==> config.mk <==
export PLATFORM = sky130hd
export DESIGN_NAME = ciSubsystem
export DESIGN_NICKNAME = d
export VERILOG_FILES = /design/src/common/ciPkg.sv /design/src/common/socCfgPkg.sv /design/src/hw/resetSequencer.sv /design/src/ciUnits/pixelByteOps.sv /design/src/ciUnits/profileCounters.sv /design/src/ciUnits/microDelay.sv /design/src/hw/ciSubsystem.sv
export SDC_FILE = /design/constraint.sdc
export NUM_CORES = 1
export LEC_CHECK = 0
export ABC_CLOCK_PERIOD_IN_PS = 8900
export BUFFER_PORTS_ARGS = -buffer_cell sky130_fd_sc_hd__buf_2
export CAP_MARGIN = 20
export CORE_MARGIN = 1.5
export CORE_UTILIZATION = 62
export CTS_CLUSTER_DIAMETER = 30
export CTS_CLUSTER_SIZE = 8
export DETAILED_ROUTE_END_ITERATION = 8
export GPL_ROUTABILITY_DRIVEN = 0
export PLACE_DENSITY = 0.83
export SLEW_MARGIN = 20
export SYNTH_ARGS = -nofsm -noshare
export SYNTH_HDL_FRONTEND = slang
export SYNTH_HIERARCHICAL = 1
export SYNTH_SLANG_ARGS = --single-unit
==> constraint.sdc <==
create_clock -name s_systemClock -period 8.9 [get_ports s_systemClock]
set_clock_uncertainty 0.05 [all_clocks]
set_input_delay 1.78 -clock s_systemClock [delete_from_list [all_inputs] [get_ports s_systemClock]]
set_output_delay 1.78 -clock s_systemClock [all_outputs]
set_load 0.005 [all_outputs]
==> src/common/ciPkg.sv <==
package ciPkg;

  // Custom instruction numbers as the processor issues them
  typedef enum logic [7:0] {
    byteSwapId  = 8'd1,
    delayId     = 8'd6,
    profileId   = 8'd8,
    grayscaleId = 8'd12
  } ciId_e;

  typedef struct packed {
    logic        start;  // One-cycle pulse
    ciId_e       id;
    logic [31:0] dataA;
    logic [31:0] dataB;
  } ciReq_t;

  // All zero unless the unit is reporting done
  typedef struct packed {
    logic        done;
    logic [31:0] result;
  } ciResp_t;

  // Counter selector in dataA[1:0], value 3 reads as zero
  typedef enum logic [1:0] {
    cycleCount = 2'd0,
    stallCount = 2'd1,
    idleCount  = 2'd2
  } profCounter_e;

  localparam int profCounterNum = 3;

  // Field positions inside dataB of a profile instruction
  localparam int profEnableLsb = 0;
  localparam int profClearLsb  = 4;

  // Luma weights, scaled by 256
  localparam logic [15:0] grayRedWeight   = 16'd54;
  localparam logic [15:0] grayGreenWeight = 16'd183;
  localparam logic [15:0] grayBlueWeight  = 16'd19;

endpackage

==> src/common/socCfgPkg.sv <==
package socCfgPkg;

  localparam int systemClockHz        = 50_000_000;
  localparam int cyclesPerMicrosecond = systemClockHz / 1_000_000;

  // Reset releases when the top bit sets, 16 clocks after lock
  localparam int resetCountWidth = 5;

  localparam int delayCountWidth = 32;

  typedef enum logic {
    delayIdle     = 1'b0,
    delayCounting = 1'b1
  } delayState_e;

endpackage

==> src/hw/resetSequencer.sv <==
module resetSequencer
  import socCfgPkg::*;
(
  input  logic s_systemClock,
  input  logic s_pllLocked,
  output logic coreReset,
  output logic resetReleasedN
);

  logic [resetCountWidth-1:0] resetCount;
  logic                       released;

  assign released = resetCount[resetCountWidth-1];

  // Losing lock clears at once, counter then saturates on the top bit
  always_ff @(posedge s_systemClock or negedge s_pllLocked) begin
    if (!s_pllLocked) resetCount <= '0;
    else if (!released) resetCount <= resetCount + 1'b1;
  end

  assign resetReleasedN = released;
  assign coreReset      = ~released;  // Active high for the units

  countNeverDecreases: assert property (
    @(posedge s_systemClock) disable iff (!s_pllLocked)
    resetCount >= $past(resetCount)
  );

endmodule

==> src/ciUnits/pixelByteOps.sv <==
module pixelByteOps
  import ciPkg::*;
(
  input  ciReq_t  ciRequest,
  output ciResp_t ciResponse
);

  logic        swapStart;
  logic        grayStart;
  logic [31:0] swapped;
  logic [7:0]  red;
  logic [7:0]  green;
  logic [7:0]  blue;
  logic [15:0] weightedSum;
  logic [7:0]  grayValue;

  assign swapStart = ciRequest.start && (ciRequest.id == byteSwapId);
  assign grayStart = ciRequest.start && (ciRequest.id == grayscaleId);

  assign swapped = {ciRequest.dataA[7:0],   ciRequest.dataA[15:8],
                    ciRequest.dataA[23:16], ciRequest.dataA[31:24]};

  // RGB565 channels widened to 8 bits
  assign red   = {ciRequest.dataA[15:11], 3'b000};
  assign green = {ciRequest.dataA[10:5],  2'b00};
  assign blue  = {ciRequest.dataA[4:0],   3'b000};

  // Fits in 16 bits even for white
  assign weightedSum = red * grayRedWeight
                     + green * grayGreenWeight
                     + blue * grayBlueWeight;

  assign grayValue = weightedSum[15:8];  // Divide by 256

  always_comb begin
    ciResponse = '0;
    if (swapStart) begin
      ciResponse.done   = 1'b1;
      ciResponse.result = swapped;
    end else if (grayStart) begin
      ciResponse.done   = 1'b1;
      ciResponse.result = {24'd0, grayValue};
    end
  end

endmodule

==> src/ciUnits/profileCounters.sv <==
module profileCounters
  import ciPkg::*;
(
  input  logic    s_systemClock,
  input  logic    coreReset,
  input  ciReq_t  ciRequest,
  input  logic    stall,
  input  logic    busIdle,
  output ciResp_t ciResponse
);

  logic [profCounterNum-1:0] enableReg;
  logic [profCounterNum-1:0] countCondition;
  logic [profCounterNum-1:0] clearMask;
  logic [31:0]               counterValue [profCounterNum];
  logic                      profStart;
  logic [31:0]               readValue;

  assign profStart = ciRequest.start && (ciRequest.id == profileId);
  assign clearMask = profStart ? ciRequest.dataB[profClearLsb +: profCounterNum] : '0;

  always_comb begin
    countCondition             = '0;
    countCondition[cycleCount] = 1'b1;
    countCondition[stallCount] = stall;
    countCondition[idleCount]  = busIdle;
  end

  // New enables apply from the edge that ends the start cycle
  always_ff @(posedge s_systemClock or posedge coreReset) begin
    if (coreReset) begin
      enableReg <= '0;
    end else if (profStart) begin
      enableReg <= ciRequest.dataB[profEnableLsb +: profCounterNum];
    end
  end

  for (genvar i = 0; i < profCounterNum; i++) begin : counterGen
    always_ff @(posedge s_systemClock or posedge coreReset) begin
      if (coreReset) begin
        counterValue[i] <= '0;
      end else if (clearMask[i]) begin  // Clear wins over counting
        counterValue[i] <= '0;
      end else if (enableReg[i] && countCondition[i]) begin
        counterValue[i] <= counterValue[i] + 32'd1;
      end
    end
  end

  // Read returns the value held before this cycle's edge
  always_comb begin
    case (profCounter_e'(ciRequest.dataA[1:0]))
      cycleCount: readValue = counterValue[cycleCount];
      stallCount: readValue = counterValue[stallCount];
      idleCount:  readValue = counterValue[idleCount];
      default:    readValue = '0;
    endcase
  end

  assign ciResponse.done   = profStart;
  assign ciResponse.result = profStart ? readValue : 32'd0;

endmodule

==> src/ciUnits/microDelay.sv <==
module microDelay
  import ciPkg::*;
  import socCfgPkg::*;
(
  input  logic    s_systemClock,
  input  logic    coreReset,
  input  ciReq_t  ciRequest,
  output ciResp_t ciResponse
);

  delayState_e                stateReg;
  logic [delayCountWidth-1:0] remaining;
  logic [delayCountWidth-1:0] loadValue;
  logic                       delayStart;
  logic                       expired;

  assign delayStart = ciRequest.start && (ciRequest.id == delayId);
  assign expired    = (stateReg == delayCounting) && (remaining == '0);

  // Done lands N cycles after start, so N-1 is loaded; zero acts as one cycle
  assign loadValue = (ciRequest.dataA == '0) ? '0 :
                     delayCountWidth'(ciRequest.dataA * cyclesPerMicrosecond - 1);

  always_ff @(posedge s_systemClock or posedge coreReset) begin
    if (coreReset) begin
      stateReg <= delayIdle;
    end else begin
      case (stateReg)
        delayIdle:     if (delayStart) stateReg <= delayCounting;
        delayCounting: if (expired) stateReg <= delayIdle;
        default:       stateReg <= delayIdle;
      endcase
    end
  end

  always_ff @(posedge s_systemClock) begin
    if (delayStart) begin
      remaining <= loadValue;
    end else if ((stateReg == delayCounting) && !expired) begin
      remaining <= remaining - 1'b1;
    end
  end

  assign ciResponse.done   = expired;  // Single-cycle pulse
  assign ciResponse.result = 32'd0;

  // Processor blocks until done, so nothing may start mid-count
  noStartWhileCounting: assert property (
    @(posedge s_systemClock) disable iff (coreReset)
    (stateReg == delayCounting) |-> !ciRequest.start
  );

endmodule

==> src/hw/ciSubsystem.sv <==
module ciSubsystem
  import ciPkg::*;
(
  input  logic    s_systemClock,
  input  logic    s_pllLocked,
  input  ciReq_t  ciRequest,
  input  logic    stall,
  input  logic    busIdle,
  output ciResp_t ciResponse,
  output logic    resetReleasedN
);

  logic    coreReset;
  ciResp_t pixelResponse;
  ciResp_t profileResponse;
  ciResp_t delayResponse;

  resetSequencer resetSeq (
    .s_systemClock (s_systemClock),
    .s_pllLocked   (s_pllLocked),
    .coreReset     (coreReset),
    .resetReleasedN(resetReleasedN)
  );

  pixelByteOps pixelOps (
    .ciRequest (ciRequest),
    .ciResponse(pixelResponse)
  );

  profileCounters profiler (
    .s_systemClock(s_systemClock),
    .coreReset    (coreReset),
    .ciRequest    (ciRequest),
    .stall        (stall),
    .busIdle      (busIdle),
    .ciResponse   (profileResponse)
  );

  microDelay delayUnit (
    .s_systemClock(s_systemClock),
    .coreReset    (coreReset),
    .ciRequest    (ciRequest),
    .ciResponse   (delayResponse)
  );

  // Idle units drive all zero, so a plain OR merges them
  assign ciResponse = pixelResponse | profileResponse | delayResponse;

  // Blocking handshake means only one unit may answer per cycle
  oneDoneAtATime: assert property (
    @(posedge s_systemClock) disable iff (coreReset)
    $onehot0({pixelResponse.done, profileResponse.done, delayResponse.done})
  );

endmodule

==> flow_summary.json <==
{
  "stdcell_count": 2219,
  "postPlaceCellArea_um2": 15900,
  "netlist_area_um2": 15200,
  "cts_tree": "built",
  "routed_wl_um": 38400,
  "htree_levels": 4,
  "maxCapViolations": 0,
  "fp.dieW_um": 159,
  "grt_pass1_vias": 12800,
  "crit_top_cell": "fa_1",
  "path_buf_inv": 5,
  "dp_hpwl_um": 29800,
  "criticalPathCategory": "input port to primary output",
  "final_util_pct": 68.9,
  "first_pass_iters": 5,
  "total_power_mw": 3.76,
  "dieArea_um2": 25400,
  "grtUsageTotal_pct": 30.5,
  "start_kind": "input port",
  "cp_cell_sequence": "buf_4 > fa_2 > inv_2 > fa_1 > fa_1 > inv_2 > ha_4 > buf_4 > xor2_1 > fa_1 > ha_1 > or3_4 > o221ai_4 > a21oi_2 > o21a_1 > or3_1 > a32o_1 > or3_1 > buf_2",
  "grt_pass1_wl_um": 62800,
  "peakVddDrop_uv": 377,
  "area_delta_synth_final_pct": 9.70,
  "num_vias": 13400,
  "nets": 2181,
  "yosys_warnings": 6,
  "num_rows": 57,
  "post_drt_wl_per_cell_um": 17.3,
  "clockBufferDepth": 2,
  "max_stage_delay_ns": 0.56,
  "tightest_slew_ns": 1.05,
  "grt_max_degree": 72,
  "ys_seq_area_share_pct": 23.6,
  "core_um2": 24200,
  "maxSlewHeadroom_pct": 29.2,
  "p_leak_nw": 7.75,
  "fmax_mhz": 114,
  "die_y_um": 159,
  "clkSinkCount": 137,
  "cp_max_fo": 4,
  "drv_slew": 0,
  "place_worst_setup_slack_ns": -0.229,
  "dp_cells": 2182,
  "cts-root-buf": "clkbuf_16",
  "critical_path_required_ns": 7.07,
  "cpMaxStageDelayCell": "fa_2",
  "p_per_area_nw_per_um2": 226,
  "initial_core_util_pct": 62.8,
  "overflow": 0,
  "endpoint_kind": "primary output",
  "arrival_ns": 6.94,
  "r2r_setup_slack_ns": 5.47,
  "finalHoldViolations": 0,
  "postLayoutCellArea_um2": 16600,
  "ant_nets": 0,
  "syn_area_per_cell_um2": 8.46,
  "hp-class": "register to asynchronous set/reset pin",
  "synth_cells": 1793,
  "clkSlewWorstSetupHoldPaths_ns": 0.06,
  "vias_per_cell": 6.02,
  "yosysUniqueCellTypes": 94,
  "clkLatencyLatePin_ns": 0.44,
  "yosys_register_bits": 137,
  "crit_family": "adder cells",
  "numCtsBuffers": 17,
  "drive_gt1_share_pct": 11.6,
  "antenna_found_initial": 4,
  "synth_edf_count": 32,
  "fin_ws_ns": 0.127,
  "ys_dominant_reg_cell": "dfrtp_1",
  "drt_iter0_markers": 1396,
  "status": "completed",
  "remaining_drc_errors": 0,
  "io_pins": 111,
  "setup_violations": 0,
  "portBuffers": 84,
  "post-route-min-period_ns": 8.77,
  "finalCritPeriodShare_pct": 98.6,
  "async_reset_ff_share_pct": 76.6
}
[routing by layer]
metal,global-route usage [%],vias up,part of all wire [%]
met5,0,-,0.029
met4,10.2,2,2.7
met1,41.4,6360,42
met2,50.0,604,47
met3,4.77,100,8.2
li1,-,6293,-
[registers in the layout, summed over array words and instances, names as in the netlist]
signal and cells:
delayUnit/stateReg 1, resetSeq/resetCount 5, profiler/enableReg 3, delayUnit/remaining 32, profiler/counterValue 96
[where the power goes]
| part | internal [mW] | switching (mW) |
|---|---|---|
| combinational | 0.978 | 1.26 |
| sequential | 0.721 | 0.0884 |
| clock | 0.380 | 0.331 |
[worst min-delay path, cell delays in order (launching register included)]
cell	delay (ns)
dfrtp_1	0.45
inv_1	0.13
inv_1	0.08
[synthesized netlist by cell type (10+ instances only)]
| master | n | area, µm² |
|---|---|---|
| inv_1 | 214 | 803 |
| nor2_1 | 211 | 792 |
| ha_1 | 173 | 2160 |
| dfrtp_1 | 105 | 2630 |
| xnor2_1 | 103 | 902 |
| a21oi_1 | 90 | 450 |
| nand2_1 | 84 | 315 |
| xor2_1 | 75 | 657 |
| or3_1 | 55 | 344 |
| nand4_1 | 52 | 325 |
| fa_1 | 51 | 1020 |
| o21ai_0 | 51 | 255 |
| nor3_1 | 43 | 215 |
| nand3_1 | 42 | 210 |
| buf_4 | 38 | 285 |
| and2_1 | 37 | 231 |
| mux2i_1 | 34 | 340 |
| o22ai_1 | 33 | 206 |
| edfxtp_1 | 32 | 961 |
| clkbuf_1 | 29 | 109 |
| and3_1 | 24 | 150 |
| nor4_1 | 17 | 106 |
| buf_2 | 15 | 75.1 |
| nor2b_1 | 13 | 81.3 |
| o21a_1 | 12 | 90.1 |
| a21o_1 | 11 | 82.6 |
| and4_1 | 10 | 87.6 |
[what timing repair did]
| action | in CTS | in global routing |
|---|---|---|
| hold buffers | 0 | 0 |
| setup endpoints to repair | 2 | 3 |
| pin swaps | 6 | 18 |
| resized for setup | 9 | 17 |
| setup buffers | 1 | 2 |
[worst paths after layout]
path	from	end	cells after the start
setup / recovery	ciRequest[42]	ciResponse[4]	19
hold / removal	resetSeq/resetCount[4]$_DFF_PN0_	delayUnit/stateReg$_DFF_PP0_	2
setup reg to reg	delayUnit/remaining[18]$_DFFE_PP_	delayUnit/remaining[7]$_DFFE_PP_	7
hold reg to reg	resetSeq/resetCount[4]$_DFF_PN0_	delayUnit/stateReg$_DFF_PP0_	2
max in group asynchronous	resetSeq/resetCount[4]$_DFF_PN0_	profiler/counterValue[19]$_DFFE_PP0P_	3
min in group s_systemClock	resetSeq/resetCount[3]$_DFFE_PN0N_	resetSeq/resetCount[3]$_DFFE_PN0N_	1
[area by class of cell]
class                   instances  area (µm²)
inverters                     214         806
flip-flops and latches        137        3590
clock buffers                  17         425
multi-input cells            1386       10500
diodes                          2        5.00
fillers                      1827        7530
well taps                     324         405
clock inverters                15         166
repair buffers                124         726
[stage by stage]
step,TNS (ns),hold WS [ns]
floorplan,0,0.191
global placement,-0.131,0.277
detailed placement,-0.332,0.271
CTS,0,0.279
global route,-0.0420,0.327
finish,0,0.285
[cells by family after synthesis]
group           count (synthesis)  synth area share [%]
buf+inv                       301                  8.71
compound gates                269                  11.6
other cells                     1                0.0247
fa+ha+maj                     224                  21.0
mux                            35                  2.32
simple gates                  648                  22.5
xor+xnor                      178                  10.3
flops                         137                  23.6
[placed cells by master, fill, tap and decap left out, types with 5 or more instances in the layout]
cell / instances
nand2_1: 83
nor2_1: 211
nor4b_1: 5
and3_1: 24
conb_1: 32
buf_4: 42
ha_1: 169
inv_8: 8
o211ai_1: 8
nand3b_1: 5
inv_6: 5
clkbuf_16: 17
nand3_1: 41
nor3_1: 43
a21oi_1: 86
o22ai_1: 33
dfrtp_1: 105
a21oi_2: 5
or3_1: 55
and2_1: 34
or2_2: 5
o21a_1: 12
buf_2: 82
nand4_1: 52
mux2i_1: 34
nand2b_1: 8
xor2_1: 75
nor2b_1: 12
fa_1: 50
and4_1: 10
edfxtp_1: 32
nor4_1: 17
xnor2_1: 102
or4_1: 5
o21bai_1: 8
inv_1: 210
o21ai_0: 49
a21o_1: 11
Power figures use the tool's default switching activity.
